`config.mk`:
```
export PLATFORM = sky130hd
export DESIGN_NAME = icache_ctrl_flat
export DESIGN_NICKNAME = d
export VERILOG_FILES = /design/src/source/icache_pkg.sv /design/src/source/icache_ram_if.sv /design/src/source/icache_ctrl.sv /design/src/flat_wrapper.sv
export VERILOG_INCLUDE_DIRS = /design/src /design/src/source
export SDC_FILE = /design/constraint.sdc
export NUM_CORES = 1
export LEC_CHECK = 0
export BUFFER_PORTS_ARGS = -buffer_cell sky130_fd_sc_hd__buf_2
export CORE_AREA = 2 2 178 180
export DETAILED_ROUTE_END_ITERATION = 6
export DIE_AREA = 0 0 180 182
export PLACE_DENSITY = 0.52
export SYNTH_ARGS = -nofsm -noshare
export SYNTH_HDL_FRONTEND = slang
export SYNTH_SLANG_ARGS = --single-unit
```
`constraint.sdc`:
```
create_clock -name clk -period 5.9 [get_ports clk]
set_input_delay 0.59 -clock clk [delete_from_list [all_inputs] [get_ports clk]]
set_output_delay 0.59 -clock clk [all_outputs]
set_load 0.05 [all_outputs]
```
`src/source/icache_params.svh`:
```
// ~~~~~~~~~~~~~~~~~~~~~~~~~~~~~~~~~~~~~~~~~~~~~~~~~~~~~~~~~~~
// Geometry of the instruction cache
// Included by the package and by every block that slices addresses
// ~~~~~~~~~~~~~~~~~~~~~~~~~~~~~~~~~~~~~~~~~~~~~~~~~~~~~~~~~~~
`ifndef ICACHE_PARAMS_SVH
`define ICACHE_PARAMS_SVH

// Physical address width
`define ICACHE_AW       32

`define ICACHE_P_LINE   5   // 32-byte lines
`define ICACHE_P_SETS   6
`define ICACHE_P_WAYS   1   // Two ways
`define ICACHE_P_WIN    3   // 64-bit window, same as one AXI beat

// Derived counts
`define ICACHE_NWAYS    (1 << `ICACHE_P_WAYS)
`define ICACHE_SETS     (1 << `ICACHE_P_SETS)

// Beats per line, 4 with the sizes above
`define ICACHE_BEATS    (1 << (`ICACHE_P_LINE - `ICACHE_P_WIN))

`endif

```
`src/source/icache_pkg.sv`:
```
// ~~~~~~~~~~~~~~~~~~~~~~~~~~~~~~~~~~~~~~~~~~~~~~~~~~~~~~~~~~~
// Types shared by the cache controller, way array and RAM bus
// Referenced by scoped name from each block
// ~~~~~~~~~~~~~~~~~~~~~~~~~~~~~~~~~~~~~~~~~~~~~~~~~~~~~~~~~~~
`default_nettype none
`include "icache_params.svh"

package icache_pkg;

   typedef logic [`ICACHE_AW-1:0] paddr_t;
   typedef logic [`ICACHE_AW-`ICACHE_P_SETS-`ICACHE_P_LINE-1:0] tag_t;
   typedef logic [`ICACHE_P_SETS-1:0] set_idx_t;
   typedef logic [`ICACHE_P_SETS+`ICACHE_P_LINE-`ICACHE_P_WIN-1:0] data_addr_t; // {set, beat}
   typedef logic [`ICACHE_P_LINE-`ICACHE_P_WIN-1:0] beat_t;
   typedef logic [`ICACHE_P_WAYS-1:0] way_t;
   typedef logic [(8 << `ICACHE_P_WIN)-1:0] window_t; // Two instructions

   // One tag RAM word
   typedef struct packed {
      tag_t tag;
      logic valid;
   } tag_entry_t;

   typedef enum logic [2:0] {
      BOOT,
      IDLE,
      REPLACE,
      REFILL,
      INVALIDATE,
      RELOAD      // Re-read stage 1 after the RAMs changed
   } fsm_state_t;

endpackage

`default_nettype wire

```
`src/source/icache_ram_if.sv`:
```
// ~~~~~~~~~~~~~~~~~~~~~~~~~~~~~~~~~~~~~~~~~~~~~~~~~~~~~~~~~~~
// RAM port bundle from the controller to the way array
// Writes land at the clock edge, reads return one cycle after re
// ~~~~~~~~~~~~~~~~~~~~~~~~~~~~~~~~~~~~~~~~~~~~~~~~~~~~~~~~~~~
`timescale 1ns/1ps
`default_nettype none
`include "icache_params.svh"

interface icache_ram_if;
   logic                        re;         // Shared by tag and data RAMs
   icache_pkg::set_idx_t        set_idx;
   logic [`ICACHE_NWAYS-1:0]    tag_we;
   icache_pkg::tag_entry_t      tag_din;
   icache_pkg::data_addr_t      data_addr;
   logic [`ICACHE_NWAYS-1:0]    data_we;    // Victim way only
   icache_pkg::window_t         data_din;

   modport ctrl (
      output re, set_idx, tag_we, tag_din,
      output data_addr, data_we, data_din
   );

   modport ways (
      input re, set_idx, tag_we, tag_din,
      input data_addr, data_we, data_din
   );

endinterface

`default_nettype wire

```
`src/source/icache_ctrl.sv`:
```
// ~~~~~~~~~~~~~~~~~~~~~~~~~~~~~~~~~~~~~~~~~~~~~~~~~~~~~~~~~~~
// Cache controller with the boot, lookup, refill and invalidate FSM
// Drives the RAM ports, the output window and the AXI read master
// ~~~~~~~~~~~~~~~~~~~~~~~~~~~~~~~~~~~~~~~~~~~~~~~~~~~~~~~~~~~
`timescale 1ns/1ps
`default_nettype none
`include "icache_params.svh"

module icache_ctrl (
   input  wire                           clk,
   input  wire                           rst_n_i,
   input  wire icache_pkg::paddr_t       fetch_addr_i,
   input  wire                           inv_i,
   input  wire                           s1_valid_i,
   input  wire icache_pkg::paddr_t       s1_addr_i,
   input  wire icache_pkg::set_idx_t     s1_set_i,
   input  wire icache_pkg::data_addr_t   s1_data_addr_i,
   input  wire icache_pkg::paddr_t       s1_inv_addr_i,
   input  wire                           hit_i,
   input  wire icache_pkg::window_t      hit_win_i,
   icache_ram_if.ctrl                    ram,
   output logic                          advance_o,
   output logic                          stall_o,
   output logic                          op_stall_o,
   output icache_pkg::window_t           ins_o,
   output logic                          valid_o,
   input  wire                           ar_ready_i,
   output logic                          ar_valid_o,
   output icache_pkg::paddr_t            ar_addr_o,
   input  wire                           r_valid_i,
   input  wire icache_pkg::window_t      r_data_i,
   input  wire                           r_last_i,
   output logic                          r_ready_o
);

   localparam int SET_LSB  = `ICACHE_P_LINE;
   localparam int TAG_LSB  = `ICACHE_P_LINE + `ICACHE_P_SETS;
   localparam int BEAT_LSB = `ICACHE_P_WIN;

   icache_pkg::fsm_state_t   state_q;
   icache_pkg::fsm_state_t   state_d;
   icache_pkg::set_idx_t     boot_cnt_q;
   icache_pkg::way_t         victim_q;      // Round-robin pointer
   icache_pkg::beat_t        beat_q;
   logic                     s2_valid_q;
   logic                     s2_miss_q;
   icache_pkg::paddr_t       s2_addr_q;
   logic                     miss;
   logic                     r_hs;
   logic                     r_done;
   logic                     get_beat;

   assign stall_o    = (state_q != icache_pkg::IDLE);
   assign advance_o  = ~stall_o;
   assign op_stall_o = inv_i | stall_o;
   assign valid_o    = s2_valid_q & ~stall_o;
   assign miss       = s1_valid_i & ~hit_i;

   assign r_ready_o  = (state_q == icache_pkg::REFILL);
   assign r_hs       = r_valid_i & r_ready_o;
   assign r_done     = r_hs & r_last_i;
   assign get_beat   = r_hs & (beat_q == s2_addr_q[BEAT_LSB +: $bits(icache_pkg::beat_t)]);

   always_comb
   begin
      state_d = state_q;
      case (state_q)
         icache_pkg::BOOT:
            if (boot_cnt_q == '1)
               state_d = icache_pkg::IDLE;
         icache_pkg::IDLE:
            if (inv_i)
               state_d = icache_pkg::INVALIDATE;
            else if (miss)
               state_d = icache_pkg::REPLACE;
         icache_pkg::REPLACE:
            state_d = icache_pkg::REFILL;
         icache_pkg::REFILL:
            if (r_done)
               state_d = icache_pkg::RELOAD;
         icache_pkg::INVALIDATE:   // A miss seen with the pulse is served next
            state_d = s2_miss_q ? icache_pkg::REPLACE : icache_pkg::IDLE;
         icache_pkg::RELOAD:
            state_d = icache_pkg::IDLE;
         default:
            state_d = icache_pkg::BOOT;
      endcase
   end

   always_ff @(posedge clk)
   begin
      if (!rst_n_i)
      begin
         state_q    <= icache_pkg::BOOT;
         boot_cnt_q <= '0;
         victim_q   <= '0;
         beat_q     <= '0;
      end
      else
      begin
         state_q <= state_d;
         if (state_q == icache_pkg::BOOT)
            boot_cnt_q <= boot_cnt_q + 1'b1;
         if (r_done)
            victim_q <= victim_q + 1'b1;
         if (state_q != icache_pkg::REFILL)
            beat_q <= '0;
         else if (r_hs)
            beat_q <= beat_q + 1'b1;
      end
   end

   // Stage 2 registers and output window
   always_ff @(posedge clk)
   begin
      if (!rst_n_i)
      begin
         s2_valid_q <= 1'b0;
         s2_miss_q  <= 1'b0;
      end
      else if (advance_o)
      begin
         s2_valid_q <= s1_valid_i;
         s2_miss_q  <= miss;
      end
   end

   always_ff @(posedge clk)
   begin
      if (advance_o)
         s2_addr_q <= s1_addr_i;
      if (advance_o)
         ins_o <= hit_win_i;
      else if (get_beat)
         ins_o <= r_data_i;   // Missed window straight off the bus
   end

   // RAM port muxes
   always_comb
   begin
      ram.re        = advance_o | (state_q == icache_pkg::RELOAD);
      ram.set_idx   = fetch_addr_i[SET_LSB +: `ICACHE_P_SETS];
      ram.tag_din   = '0;                       // Boot and invalidate clear
      ram.data_addr = fetch_addr_i[BEAT_LSB +: $bits(icache_pkg::data_addr_t)];
      ram.data_din  = r_data_i;
      case (state_q)
         icache_pkg::BOOT:
            ram.set_idx = boot_cnt_q;
         icache_pkg::INVALIDATE:
            ram.set_idx = s1_inv_addr_i[SET_LSB +: `ICACHE_P_SETS];
         icache_pkg::REPLACE:
         begin
            ram.set_idx       = s2_addr_q[SET_LSB +: `ICACHE_P_SETS];
            ram.tag_din.tag   = s2_addr_q[`ICACHE_AW-1:TAG_LSB];
            ram.tag_din.valid = 1'b1;
         end
         icache_pkg::REFILL:
            ram.data_addr = {s2_addr_q[SET_LSB +: `ICACHE_P_SETS], beat_q};
         icache_pkg::RELOAD:
         begin
            ram.set_idx   = s1_set_i;
            ram.data_addr = s1_data_addr_i;
         end
         default: ;
      endcase
   end

   always_comb
   begin
      for (int w = 0; w < `ICACHE_NWAYS; w++)
      begin
         ram.tag_we[w]  = (state_q == icache_pkg::BOOT) ||
                          (state_q == icache_pkg::INVALIDATE) ||
                          ((state_q == icache_pkg::REPLACE) &&
                           (victim_q == icache_pkg::way_t'(w)));
         ram.data_we[w] = r_hs && (victim_q == icache_pkg::way_t'(w));
      end
   end

   // AXI read address for one line-aligned burst per miss
   always_ff @(posedge clk)
   begin
      if (!rst_n_i)
         ar_valid_o <= 1'b0;
      else if (state_q == icache_pkg::REPLACE)
         ar_valid_o <= 1'b1;
      else if (ar_ready_i)
         ar_valid_o <= 1'b0;
   end

   always_ff @(posedge clk)
   begin
      if (state_q == icache_pkg::REPLACE)
         ar_addr_o <= {s2_addr_q[`ICACHE_AW-1:SET_LSB], {SET_LSB{1'b0}}};
   end

   a_ar_hold : assert property (@(posedge clk) disable iff (!rst_n_i)
      ar_valid_o && !ar_ready_i |=> ar_valid_o && $stable(ar_addr_o));

   // The last beat of the burst fills the last word of the line
   a_r_last : assert property (@(posedge clk) disable iff (!rst_n_i)
      r_done |-> (beat_q == '1));

endmodule

`default_nettype wire

```
`src/flat_wrapper.sv`:
```
// flat-port wrapper written by rule: the top's interface ports become plain ports
module icache_ctrl_flat 
  (clk, rst_n_i, fetch_addr_i, inv_i, s1_valid_i, s1_addr_i, s1_set_i, s1_data_addr_i, s1_inv_addr_i, hit_i, hit_win_i, advance_o, stall_o, op_stall_o, ins_o, valid_o, ar_ready_i, ar_valid_o, ar_addr_o, r_valid_i, r_data_i, r_last_i, r_ready_o, ram_re, ram_set_idx, ram_tag_we, ram_tag_din, ram_data_addr, ram_data_we, ram_data_din);
  icache_ram_if ram_i ();
  input  wire clk;
  input  wire rst_n_i;
  input  wire icache_pkg::paddr_t fetch_addr_i;
  input  wire inv_i;
  input  wire s1_valid_i;
  input  wire icache_pkg::paddr_t s1_addr_i;
  input  wire icache_pkg::set_idx_t s1_set_i;
  input  wire icache_pkg::data_addr_t s1_data_addr_i;
  input  wire icache_pkg::paddr_t s1_inv_addr_i;
  input  wire hit_i;
  input  wire icache_pkg::window_t hit_win_i;
  output logic advance_o;
  output logic stall_o;
  output logic op_stall_o;
  output icache_pkg::window_t ins_o;
  output logic valid_o;
  input  wire ar_ready_i;
  output logic ar_valid_o;
  output icache_pkg::paddr_t ar_addr_o;
  input  wire r_valid_i;
  input  wire icache_pkg::window_t r_data_i;
  input  wire r_last_i;
  output logic r_ready_o;
  output wire logic [$bits(ram_i.re)-1:0] ram_re;
  output wire logic [$bits(ram_i.set_idx)-1:0] ram_set_idx;
  output wire logic [$bits(ram_i.tag_we)-1:0] ram_tag_we;
  output wire logic [$bits(ram_i.tag_din)-1:0] ram_tag_din;
  output wire logic [$bits(ram_i.data_addr)-1:0] ram_data_addr;
  output wire logic [$bits(ram_i.data_we)-1:0] ram_data_we;
  output wire logic [$bits(ram_i.data_din)-1:0] ram_data_din;
  assign ram_re = ram_i.re;
  assign ram_set_idx = ram_i.set_idx;
  assign ram_tag_we = ram_i.tag_we;
  assign ram_tag_din = ram_i.tag_din;
  assign ram_data_addr = ram_i.data_addr;
  assign ram_data_we = ram_i.data_we;
  assign ram_data_din = ram_i.data_din;
  icache_ctrl u_core (.clk(clk), .rst_n_i(rst_n_i), .fetch_addr_i(fetch_addr_i), .inv_i(inv_i), .s1_valid_i(s1_valid_i), .s1_addr_i(s1_addr_i), .s1_set_i(s1_set_i), .s1_data_addr_i(s1_data_addr_i), .s1_inv_addr_i(s1_inv_addr_i), .hit_i(hit_i), .hit_win_i(hit_win_i), .ram(ram_i), .advance_o(advance_o), .stall_o(stall_o), .op_stall_o(op_stall_o), .ins_o(ins_o), .valid_o(valid_o), .ar_ready_i(ar_ready_i), .ar_valid_o(ar_valid_o), .ar_addr_o(ar_addr_o), .r_valid_i(r_valid_i), .r_data_i(r_data_i), .r_last_i(r_last_i), .r_ready_o(r_ready_o));
endmodule
```
==> Word level (Yosys, flattened, before mapping) <==
Cells that the tools add are included.
{ "classes": {"n_addsub": 3, "eq_ne": 13, "muxes": 13, "bitwise_logic": 11, "reduce_logical": 11} }
{ "ops": {"columns": ["op", "count"], "rows": [
  ["two-way mux 64 bit", 2],
  ["case mux 6 bit (4 select lines)", 1],
  ["two-way mux 22 bit", 1],
  ["case mux 3 bit (6 select lines)", 1],
  ["case mux 8 bit (2 select lines)", 1],
  ["two-way mux 3 bit", 4],
  ["adder 6 x 1 -> 6 bit (second input constant)", 1],
  ["equality test 3 x 2 -> 1 bit (second input constant)", 2],
  ["equality test 3 bit (second input constant)", 2],
  ["equality test 6 bit (second input constant)", 1],
  ["!= test 3 x 2 -> 1 bit (second input constant)", 2],
  ["AND 1 bit", 5],
  ["logical AND 1 bit", 4],
  ["!= test 2 bit (second input constant)", 2],
  ["NOT 1 bit", 4],
  ["equality test 3 x 1 -> 1 bit (second input constant)", 1],
  ["zero test 3 bit", 1],
  ["logical OR 1 bit", 3],
  ["!= test 3 x 1 -> 1 bit (second input constant)", 1],
  ["AND reduction 3 bit", 1],
  ["adder 2 x 1 -> 2 bit (second input constant)", 1],
  ["equality test 2 bit", 1],
  ["two-way mux 1 bit", 2],
  ["two-way mux 2 bit", 1],
  ["5 further kinds", 6]
]} }
{ "totals": {"regBits": 138, "output_inout_bits": 207, "elab_cells": 61} }

==> Depth between registers and ports, before layout <==
Gate-level depths: netlist of the first run.
{ "depth": {"ltp_word": 5, "depth_mapped": 8, "mapped_depth_nobuf": 4} }

==> Worst setup path after synthesis of the first run <==
Ideal clock, no wire load.
{ "synth_path": {"path_type": "register to register", "start": "register u_core.state_q[2]", "end": "register u_core.ins_o[0], enable pin", "setup_ps": 507, "arrival_ps": 4088, "t_required_ps": 5393, "slack_ps": 1305, "path_stages_with_launch": 6, "period_less_slack_ps": 4595, "path_cell_list": "dfxtp_1 > clkbuf_1 > inv_1 > clkbuf_1 > nand2_1 > a21oi_1"} }
{ "synth_via": {"elab_chain_len": 4} }
{ "synth_lines": {"columns": ["element", "line_no", "text"], "rows": [
  ["start, declared", "icache_ctrl.sv:40", "icache_pkg::fsm_state_t state_q;"],
  ["start signal, assigned", "icache_ctrl.sv:94", "state_q <= icache_pkg::BOOT;"],
  ["start signal, assigned", "icache_ctrl.sv:101", "state_q <= state_d;"],
  ["equality test 3 x 2 -> 1 bit", "icache_ctrl.sv:59", "assign r_ready_o = (state_q == icache_pkg::REFILL);"],
  ["AND 1 bit", "icache_ctrl.sv:60", "assign r_hs = r_valid_i & r_ready_o;"],
  ["AND 1 bit", "icache_ctrl.sv:62", "assign get_beat = r_hs & (beat_q == s2_addr_q[BEAT_LSB +: $bits(icache_pkg::beat_t)]);"],
  ["!= test 2 bit (no source line) (*)", null, null],
  ["end signal, assigned", "icache_ctrl.sv:133", "ins_o <= hit_win_i;"],
  ["end signal, assigned", "icache_ctrl.sv:135", "ins_o <= r_data_i;"],
  ["end, declared", "icache_ctrl.sv:25", "output icache_pkg::window_t ins_o,"]
]} }
Every way passes the cells marked *; elsewhere a longest branch is shown, timed or not.
A chain may end at the register's enable or synchronous reset.

==> Final worst setup path of the first run <==
{ "layout_path": {"start": "register u_core.state_q[0]", "end": "output port valid_o"} }
{ "layout_via": {"elab_chain_len": 3} }
{ "layout_lines": {"columns": ["element", "line_no", "text"], "rows": [
  ["!= test 3 x 1 -> 1 bit", "icache_ctrl.sv:53", "assign stall_o = (state_q != icache_pkg::IDLE);"],
  ["NOT 1 bit", "icache_ctrl.sv:56", "assign valid_o = s2_valid_q & ~stall_o;"],
  ["AND 1 bit", "icache_ctrl.sv:56", null],
  ["end, declared", "flat_wrapper.sv:20", "output logic valid_o;"]
]} }
No other way between the ends.

==> summary.md, run 1 <==
• 0 — number of remaining DRC errors
• 0.100 — fraction of power consumed by combinational cells
• 65 — num rows
• 1850 µm² — combined area of the multi-input logic cells
• no — RSZ-0062 raised after global routing
• input pin to register — worst hold path type
• 0.256 — switching portion of total power
• 14.5 µm — routed len/inst
• 1.09 ns — worst-margin pin slew
• 19,400 µm — final routed wirelength across all metal layers
• register — Setup crit start kind
• 0.762 — final weighted congestion in routability-driven placement
• primary output — Setup crit end kind
• 0.07 ns — Reg clk slew, reported paths
• 0 — Remaining Overflow, GRT
• 43 — post-synthesis cell type count
• 4 — first-pass iteration count of the detailed router
• 0.185 — area share of and/or/nand/nor cells after synthesis
• 1.03 ns — slowest cell delay on critical path
• 4.06 — vias per inst
• 0 — final hold violation count
• 0 — number of antenna violations at the first check in global routing
• 0 — yosys synthesis warning count
• 0.0250 — multiplexer fraction of the synthesized cell area
• 0.00195 — share of synthesized cell area in full adder, half adder and majority cells
• 0.00247 W — overall power
• 0.160 mV — peak supply drop
• 453 — number of top-level pins
• clkbuf_16 — root buffer cell
• dfxtp_1 — crit path max-delay cell type
• 1,173 — Total Nets Final
• 0.480 — portion of total power attributed to the clock network
• done — TritonCTS clock tree
• 3,344 — layout filler cell count
• edfxtp_1 — Synth Flop Type
• 0 — antenna violation net count after detailed routing
• 3.51 ns — post-layout minimum cycle time
• 0 — post-CTS setup buffer count
• 0.473 — fraction of final layout cells sized beyond drive strength 1
• 0.420 — sequential power share
• 0.00184 W — internal power consumption
• 182 µm — floorplan die height
• 277 nW/µm² — power per cell area
• 14,100 µm — HPWL after detailed placement
• 0 — number of inserted diodes
• 0.346 ns — Fin Hold WS
• flip-flops — critical path's top delay family
• 0.275 — normalized max-slew margin
• 0 ns — sum of negative setup slack
• 0 — Max-cap violations
• 0 — number of instances resized during post-cts repair
• 2 — Crit path buffers/inverters
• 6410 µm² — Post-Synthesis Cell Area
• 55 — Critical Path Fanout Max
• 32,800 µm² — Die ar.
• 69 — maximum number of pins on one net before global-route repair
• 120 — number of synthesized flops with an enable pin
• or3b_4, inv_4, and2_1, buf_2 — CP cell instances
• 5,158 — number of global-route vias before repair
• 0 — Max Slew Vio Count
• 5,450 — routed vias
• 394 — quantity of I/O buffers inserted on ports
• 0.0114 ns — worst clock skew on the final layout
• 4 — # H-tree levels
• 10.6 µm² — post-synthesis average cell area
• 5.31 ns — Req. time, crit path
• 0 — final setup violation count
• 604 — gate count of the mapped netlist
• 2 — buffer depth of the longest clock path
• 0.0627 — share of the synthesized area in compound gates (AO/OA/AOI/OAI)
• 3900 µm² — Sequential Area
• 17 — number of buffers created by CTS
• 285 MHz — maximum frequency from static timing analysis
• simple AND/OR/NAND/NOR gates — largest family of logic cells by synthesized area
• 31,000 µm² — area of the placeable core
• finished, final reports clean — status
• 0.42 ns — clock latency at the later pin of the worst-skew pair
• 0.207 — Starting Density
• 0.00820 — xor/xnor cell area share of the yosys netlist
• 2.92 ns — data arrival time of the critical path
• 0.000633 W — Net Switching
• 0.116 — all-layer global routing usage
• 0.594 — part of the cycle the worst path needs
• 180 µm — horizontal extent of the die
• 0 — Hold-fix buffers, CTS
• 0.609 — proportion of synthesized chip area in sequential cells
• 29,300 µm — first-pass GRT wire length
• 135 — FF+latch count, synth
• register to primary output — category of the critical setup timing path
• 135 — Clock Sinks
• 4.09 nW — leakage dissipation
• 39.5% — area growth from synthesis to layout
• 0 — fraction of registers with async set/reset
• 251 — DRC violation total after the first TritonRoute iteration
==> stage by stage <==
step	worst slack, ns	area [µm²]	util	std cells
6_report	2.39	8940	0.289	1341
5_1_grt	2.25	8940	0.289	1341
3_5_place_dp	2.81	8300	0.268	1309
4_1_cts	2.35	8940	0.289	1341
3_3_place_gp	2.84	8300	0.268	1309
2_1_floorplan	1.31	6420	-	608
==> area by class of cell <==
type / count / share of cell area
Clock buffer: 17 / 0.0476
Clock inverter: 15 / 0.0241
Multi-Input combinational cell: 365 / 0.207
Timing Repair Buffer: 399 / 0.225
Inverter: 8 / 0.00364
Tap cell: 402 / 0.0563
Sequential cell: 135 / 0.437
==> power by group through the flow <==
stage                     sequential, W  combinational (W)  clock, W
final                           0.00104           0.000247   0.00119
after global routing            0.00104           0.000265   0.00127
after CTS                       0.00104           0.000249   0.00124
after detailed placement        0.00106           0.000249         0
after global placement          0.00106           0.000247         0
after floorplan                 0.00106           0.000177         0
==> final timing paths <==
kind                                                     start                              to  slack [ns]  cells past startpoint
worst max-delay path            u_core.state_q[0]$_SDFFE_PN0P_                         valid_o        2.39                      4
worst min-delay path                             s1_addr_i[29]  u_core.s2_addr_q[29]$_DFFE_PP_        0.35                      1
worst max register to register  u_core.state_q[0]$_SDFFE_PN0P_  u_core.s2_addr_q[22]$_DFFE_PP_        2.98                      3
worst min register to register  u_core.s2_addr_q[20]$_DFFE_PP_  u_core.ar_addr_o[20]$_DFFE_PN_        0.44                      0
==> cell usage in the layout (no fill, tap or decap), drive strengths merged, types with 4 or more instances in the layout <==
cell    count
buf       399
nand2     205
edfxtp    120
and2       22
a21oi      20
nor2       19
clkbuf     17
dfxtp      15
inv        15
o211ai     12
o221ai     10
nand2b      9
mux2        8
o21ai       8
mux2i       7
conb        5
xnor2       4
or3         4
bufinv      4
clkinv      4
==> flip-flops by register name, indices dropped and copies added (netlist names) <==
signal             cells
u_core.ar_addr_o      27
u_core.ar_valid_o      1
u_core.beat_q          2
u_core.boot_cnt_q      6
u_core.ins_o          64
u_core.s2_addr_q      29
u_core.s2_miss_q       1
u_core.s2_valid_q      1
u_core.state_q         3
u_core.victim_q        1
==> kinds of logic (layout without fill, tap and decap cells) <==
| kind of cell | after synthesis | in the layout |
|---|---|---|
| xor gates and xnor gates | 6 | 6 |
| and+or+nand+nor | 278 | 278 |
| buffers and inverters | 108 | 439 |
| AOI/OAI and AO/OA | 60 | 60 |
| muxes | 15 | 15 |
| DFF | 135 | 135 |
| other | 1 | 5 |
| adders and majority gates | 1 | 1 |
==> Yosys cell counts, drive strengths merged, types with 2 or more instances <==
master	instances	area share
nand3	3	0.0023
nor3	2	0.0016
edfxtp	120	0.56
xor2	2	0.0027
xnor2	4	0.0055
o221ai	10	0.014
nor2	19	0.011
nand2	205	0.12
buf	80	0.091
a32o	2	0.0031
o211ai	12	0.014
and2	22	0.021
or3	4	0.0039
o21a	2	0.0023
dfxtp	15	0.047
nor3b	2	0.0023
o21ai	8	0.0062
and2b	2	0.0023
and3	2	0.0020
mux2i	7	0.011
mux2	8	0.014
nand3b	3	0.0035
clkbuf	20	0.012
a21oi	20	0.016
inv	8	0.0047
nand2b	9	0.0088
==> metal layers <==
metal  up-vias  wire length (µm)  global-route usage
met5         -                 0                   0
met4         0               264              0.0348
met1      2532              8050               0.140
li1       2632                 -                   -
met2       267              9580               0.197
met3        19              1520              0.0357
Power figures use the tool's default switching activity.
==> inputs of run 2 (changes only) <==
- ABC_AREA: unset -> 1
- PLACE_DENSITY: 0.52 -> 0.53
- clock period: 5.9 -> 2.9 ns (I/O delays scaled with it)
==> summary.md, run 2 <==
• u_core.state_q[0]$_SDFFE_PN0P_ — worst flop-to-flop path startpoint
• 31,000 µm² — area of the placeable core, unchanged
• 6240 µm² — Post-Synthesis Cell Area, -2.6%
• 394 — quantity of I/O buffers inserted on ports, unchanged
• 9720 µm — routed wire length on met2, +1.5%
• edfxtp_1, nand2_1, buf_4 — most area-consuming cells after synthesis
• 8 — number of antenna violations at the first check in global routing, +8
• done — TritonCTS clock tree
• simple AND/OR/NAND/NOR gates — largest family of logic cells by synthesized area
• 20,200 µm — final routed wirelength across all metal layers, +3.9%
• met5 — uppermost routed layer
• inv_1, nand2_1, nor2_4, nand2_1, o21ai_0, inv_1, nand4_1, buf_2 — CP cell instances
• 3,343 — layout filler cell count, -0.030%
• 0 — fraction of registers with async set/reset, unchanged
• 14.4 µm — routed len/inst, -0.28%
• 0 — number of instances resized during post-cts repair, unchanged
• 0 — Hold-fix buffers, CTS, unchanged
• 0.810 — part of the cycle the worst path needs
• u_core.ins_o[62]$_DFFE_PP_ — critical register-to-register path endpoint
• 135 — Clock Sinks, unchanged
• 8060 µm — Post-Route M1 WL, about the same
• 41.8% — area growth from synthesis to layout
• 0 — number of remaining DRC errors, unchanged
• 64 — Largest register FFs, unchanged
• 5,370 — number of global-route vias before repair, +4.1%
• u_core.ins_o — Largest Register
• 3910 µm² — Sequential Area, +0.13%
• 0.37 ns — slowest cell delay on critical path, -0.66 ns
• dfxtp_4 — crit path max-delay cell type
• 0.71 ns — register-to-register setup slack, -2.27 ns
• 0.00490 W — overall power, +98%
• 180 µm — horizontal extent of the die, unchanged
• 50 — maximum number of pins on one net before global-route repair, -28%
• 32,800 µm² — Die ar., unchanged
• clkbuf_16 — root buffer cell
• ram_set_idx[3] — Setup crit end
• 2 — buffer depth of the longest clock path, unchanged
• 0.122 — all-layer global routing usage, +0.00647
• 2.35 ns — post-layout minimum cycle time
• register — Setup crit start kind
• 3.86 — vias per inst, -5.1%
• edfxtp_1 — Synth Flop Type
• 0 — multiplexer fraction of the synthesized cell area, -0.0250
• 0.305 mV — peak supply drop, +90%
• 0 — antenna violation net count after detailed routing, unchanged
• 135 — FF+latch count, synth, unchanged
• 0 — Max-cap violations, unchanged
• finished, final reports clean — status
• 16,200 µm — HPWL after detailed placement, +15%
• 0.41 ns — clock latency at the later pin of the worst-skew pair, about the same
• 553 nW/µm² — power per cell area, +100%
• 17 — number of buffers created by CTS, unchanged
• 4 — # H-tree levels, unchanged
• 2.06 ns — data arrival time of the critical path, -0.86 ns
• 0.577 — area share of the leading cell type in the synthesized netlist, +0.0150
• primary output — Setup crit end kind
• 9.77 µm² — post-synthesis average cell area, -7.9%
• 8850 µm² — final instance area, -1.0%
• 1,361 — total instance count after detailed placement, +4.0%
• u_core.state_q[1]$_SDFFE_PN0P_ — worst setup path start
• 4 — first-pass iteration count of the detailed router, unchanged
• 2.61 ns — Req. time, crit path, -2.70 ns
• buf_2, nand2_1, edfxtp_1 — commonest non-fill, non-tap cells in the layout
• 0 — post-CTS setup buffer count, unchanged
• 0.979 ns — worst-margin pin slew, -0.107 ns
• 0.0301 — share of the synthesized area in compound gates (AO/OA/AOI/OAI), -0.0326
• 0.00200 — share of synthesized cell area in full adder, half adder and majority cells, +0.0000521
• 8230 µm² — standard cell area after detailed placement, -0.89%
• 15 — Critical Path Fanout Max, -73%
• nand2_1, edfxtp_1, buf_4 — Commonest cells post-synth
• 0.204 — area share of and/or/nand/nor cells after synthesis, +0.0192
• edfxtp_1 — cell type contributing the most total cell area after synthesis
• u_core.ins_o: 64 flops, u_core.s2_addr_q: 29 flops, u_core.ar_addr_o: 27 flops — largest registers
• 5 — reg2reg path depth, +2
• 0 — yosys synthesis warning count, unchanged
• 1560 µm² — combined area of the multi-input logic cells, -16%
• 0.00914 ns — worst clock skew on the final layout, -0.00226 ns
• 425 MHz — maximum frequency from static timing analysis
• 0 — Max Slew Vio Count, unchanged
• 0 — final setup violation count, unchanged
• 453 — number of top-level pins, unchanged
• 4.24 nW — leakage dissipation, +3.7%
• 0.451 — fraction of final layout cells sized beyond drive strength 1, -0.0218
• register to primary output — category of the critical setup timing path
• 1,397 — post-route non-filler standard cell count, +4.2%
• 1,225 — Total Nets Final, +4.4%
• buf_2 — most common cell after layout, fill and taps aside
• 27 — post-synthesis cell type count, -37%
• 0.899 — final weighted congestion in routability-driven placement, +18%
• 639 — gate count of the mapped netlist, +5.8%
• 120 — number of synthesized flops with an enable pin, unchanged
• 0.616 ns — post-place setup slack, -2.19 ns
• 5,387 — routed vias, -1.2%
• 0 ns — sum of negative setup slack, unchanged
• 0.06 ns — Reg clk slew, reported paths, about the same
• 0.626 — proportion of synthesized chip area in sequential cells, +0.0162
• nand2_1 — most used standard cell by instance count after synthesis
• 65 — num rows, unchanged
• 30,400 µm — first-pass GRT wire length, +3.5%
• 182 µm — floorplan die height, unchanged
• 0.00561 — xor/xnor cell area share of the yosys netlist, -0.00259
• 183 — DRC violation total after the first TritonRoute iteration, -27%
• 0.201 — Starting Density, -0.00537
• 0 — Remaining Overflow, GRT, unchanged
• input pin to register — worst hold path type
• 0.550 ns — crit path setup slack, layout, -1.84 ns
• 1950 µm — total met3 wirelength after detailed routing, +28%
• no — RSZ-0062 raised after global routing
• 0.347 — normalized max-slew margin, +0.0721
• 0 — final hold violation count, unchanged
-- run 2: cell types whose count changed after synthesis, sizes merged, moves of 9 or more --
cell and change:
nand2b -9, o221ai -10, a21oi -13, and2 -22
nor2 +28, nand2 +55, clkbuf -15, o21ai +9
inv +45
-- run 2: cell families (layout without fill, tap and decap cells) --
family	count (synthesis)	in the layout
AND/OR/NAND/NOR	324	324
buffers and inverters	141	489
flip-flops	135	135
AO/OA/AOI/OAI	33	33
XOR/XNOR	4	4
adder cells (fa/ha/maj)	1	1
other	1	9
-- run 2: layer usage --
layer  GRT usage  up-vias
li1            -     2664
met1       0.136     2402
met2       0.210      290
met3      0.0507       23
met4      0.0439        8
met5           0        -
-- run 2: worst max-delay path, delay by kind of cell, from the launching register on --
kind                   cells  cell delay [ns]
AO/OA/AOI/OAI              1             0.15
buffers and inverters      3             0.47
flip-flops                 1             0.37
AND/OR/NAND/NOR            4             0.65
-- run 2: cell type report --
cell class                      instances  area share
Antenna cell                            4     0.00113
Clock inverter                         13      0.0201
Inverter                               53      0.0225
Timing Repair Buffer                  404       0.233
Multi-Input combinational cell        367       0.176
Tap cell                              402      0.0569
Clock buffer                           19      0.0489
Sequential cell                       135       0.442
-- run 2: how the worst min path moves through the flow --
| stage | startpoint | endpoint | cells after the start |
|---|---|---|---|
| 2_1_floorplan | s1_addr_i[10] | u_core.s2_addr_q[10]$_DFFE_PP_ | 0 |
| 3_3_place_gp | u_core.s2_addr_q[30]$_DFFE_PP_ | u_core.ar_addr_o[30]$_DFFE_PN_ | 0 |
| 3_5_place_dp | u_core.s2_addr_q[9]$_DFFE_PP_ | u_core.ar_addr_o[9]$_DFFE_PN_ | 0 |
| 4_1_cts | s1_addr_i[3] | u_core.s2_addr_q[3]$_DFFE_PP_ | 1 |
| 5_1_grt | s1_addr_i[22] | u_core.s2_addr_q[22]$_DFFE_PP_ | 1 |
| 6_report | s1_addr_i[22] | u_core.s2_addr_q[22]$_DFFE_PP_ | 1 |
-- run 2: power breakdown --
group / total, W / internal (W) / switching (W)
Sequential: 0.00211 / 0.00211 / 0.00000314
Clock: 0.00230 / 0.00144 / 0.000860
Combinational: 0.000486 / 0.000157 / 0.000329
-- run 2: stage by stage --
stage | utilization | hold WS [ns]
floorplan | - | 0.389
global route | 0.285 | 0.0146
detailed placement | 0.265 | 0.433
CTS | 0.285 | 0.0143
finish | 0.286 | 0.0505
global placement | 0.265 | 0.428
==> inputs of run 3 (changes only) <==
- clock period: 2.9 -> 2.1 ns (I/O delays scaled with it)
==> summary.md, run 3 (synthesis results as in run 2) <==
• 180 µm — horizontal extent of the die, unchanged
• 0.946 — part of the cycle the worst path needs
• 182 µm — floorplan die height, unchanged
• 2 — buffer depth of the longest clock path, unchanged
• 0.458 — fraction of final layout cells sized beyond drive strength 1, +0.00707
• 453 — number of top-level pins, unchanged
• 32,800 µm² — Die ar., unchanged
• clkbuf_16 — root buffer cell
• 0 — antenna violation net count after detailed routing, unchanged
• 31,000 µm² — area of the placeable core, unchanged
• 0.452 — portion of total power attributed to the clock network, -0.017
• 0.271 — switching portion of total power, +0.0276
• primary output — Setup crit end kind
• 13 — Critical Path Fanout Max, -2
• 65 — num rows, unchanged
• 64 — Largest register FFs, unchanged
• 0.438 — sequential power share, +0.006
• 237 — DRC violation total after the first TritonRoute iteration, +30%
• 5,517 — number of global-route vias before repair, +2.7%
• 1,273 — Total Nets Final, +3.9%
• 0 — final setup violation count, unchanged
• u_core.ins_o — Largest Register
• 0 — Max Slew Vio Count, unchanged
• 0.0443 ns — Fin Hold WS, -0.00626 ns
• input pin to register — worst hold path type
• register — Setup crit start kind
• 0 — Max-cap violations, unchanged
• 20,900 µm — final routed wirelength across all metal layers, +3.3%
• register to primary output — category of the critical setup timing path
• 16,500 µm — HPWL after detailed placement, +2.0%
• 3.90 — vias per inst, +1.0%
• 503 MHz — maximum frequency from static timing analysis
• 0 — final hold violation count, unchanged
• finished, final reports clean — status
• 31,200 µm — first-pass GRT wire length, +2.8%
• 0.00485 W — internal power consumption, +31%
• 17 — number of buffers created by CTS, unchanged
• 0.109 — fraction of power consumed by combinational cells, +0.010
• 14.5 µm — routed len/inst, +0.19%
• 0.909 — final weighted congestion in routability-driven placement, +1.1%
• 0 — number of inserted diodes, -4
• 394 — quantity of I/O buffers inserted on ports, unchanged
• 0.00657 ns — worst clock skew on the final layout, -0.00257 ns
• 0.445 mV — peak supply drop, +46%
• no — RSZ-0062 raised after global routing
• buf_2, nand2_1, edfxtp_1 — commonest non-fill, non-tap cells in the layout
• 0.00665 W — overall power, +36%
• 46 — maximum number of pins on one net before global-route repair, -8.0%
• 0.00180 W — Net Switching, +51%
• 49.9% — area growth from synthesis to layout
• 4.46 nW — leakage dissipation, +5.1%
• 1.99 ns — post-layout minimum cycle time
• 1.78 ns — data arrival time of the critical path, -0.28 ns
• u_core.ins_o: 64 flops, u_core.s2_addr_q: 29 flops, u_core.ar_addr_o: 27 flops — largest registers
• 4 — # H-tree levels, unchanged
• buf_2 — most common cell after layout, fill and taps aside
• 5,613 — routed vias, +4.2%
• 711 nW/µm² — power per cell area, +28%
• 135 — Clock Sinks, unchanged
• 0.06 ns — Reg clk slew, reported paths, about the same
• 1.89 ns — Req. time, crit path, -0.72 ns
• done — TritonCTS clock tree
• 0 — number of remaining DRC errors, unchanged
• 3,344 — layout filler cell count, +0.030%
• 0 — Remaining Overflow, GRT, unchanged
• 0.127 — all-layer global routing usage, +0.00460
• 4 — first-pass iteration count of the detailed router, unchanged
• 0.201 — Starting Density, unchanged
• 0.42 ns — clock latency at the later pin of the worst-skew pair, about the same
• 0 — number of antenna violations at the first check in global routing, -8
run 3: cell types whose count changed in the layout (fill, tap and decap cells not counted), sizes merged:
cell | before | now
clkbuf | 19 | 20
clkinvlp | 2 | 4
diode | 4 | 0
clkinv | 5 | 2
dlygate4sd3 | 0 | 29
buf | 404 | 419
bufinv | 4 | 1
nor2 | 47 | 48
inv | 55 | 61
run 3: power by group through the flow:
stage	combinational (W)	clock [W]	sequential [W]
after floorplan	0.000480	0	0.00297
after global placement	0.000676	0	0.00297
after detailed placement	0.000683	0	0.00297
after CTS	0.000732	0.00314	0.00291
after global routing	0.000779	0.00324	0.00291
final	0.000728	0.00301	0.00291
run 3: metrics by stage:
stage               std cells  area [µm²]  setup WS [ns]  utilization  TNS [ns]
global route             1441        9350        0.00114        0.302         0
CTS                      1436        9290        0.00964        0.300         0
global placement         1369        8340          0.262        0.269         0
finish                   1441        9350          0.113        0.302         0
detailed placement       1369        8340          0.251        0.269         0
floorplan                 643        6280         -0.967            -    -61.87
run 3: final cells by class:
type / instances / area (µm²) / area share
repair buffers: 451 / 2570 / 0.275
multi-input cells: 368 / 1570 / 0.168
inverters: 53 / 208 / 0.0222
flip-flops and latches: 135 / 3910 / 0.418
well taps: 402 / 503 / 0.0538
clock buffers: 17 / 425 / 0.0455
clock inverters: 15 / 156 / 0.0167
run 3: worst max-delay path, stage by stage, from the launching register on:
cell and delay, ns:
dfxtp_2 0.40, nor2_2 0.06, nand2_1 0.10, buf_4 0.21
o21ai_0 0.09, inv_1 0.06, nand4_1 0.19, buf_6 0.23
run 3: per-layer routing:
layer  vias up  track usage  routed length, µm
li1       2765            -                  -
met1      2529        0.141               8220
met2       298        0.224              10400
met3        21       0.0357               1660
met4         0       0.0589                531
met5         -            0                  0
run 3: path summary, 6_finish.rpt:
kind / from / end / slack, ns / depth (start not counted)
max: u_core.state_q[2]$_SDFFE_PN0P_ / ram_set_idx[3] / 0.11 / 7
max reg2reg: u_core.state_q[0]$_SDFFE_PN0P_ / u_core.ins_o[47]$_DFFE_PP_ / 0.26 / 7
min: ar_ready_i / u_core.ar_valid_o$_SDFFE_PN0P_ / 0.04 / 4
min reg2reg: u_core.s2_addr_q[11]$_DFFE_PP_ / u_core.ar_addr_o[11]$_DFFE_PN_ / 0.45 / 0
run 3: what timing repair did:
action,4_1_cts,5_1_grt
hold endpoints to repair,29,0
gates cloned,1,0
resized for setup,8,12
hold buffers,29,0
pin swaps,4,5
endpoints found under the setup margin,15,14
setup buffers,5,5
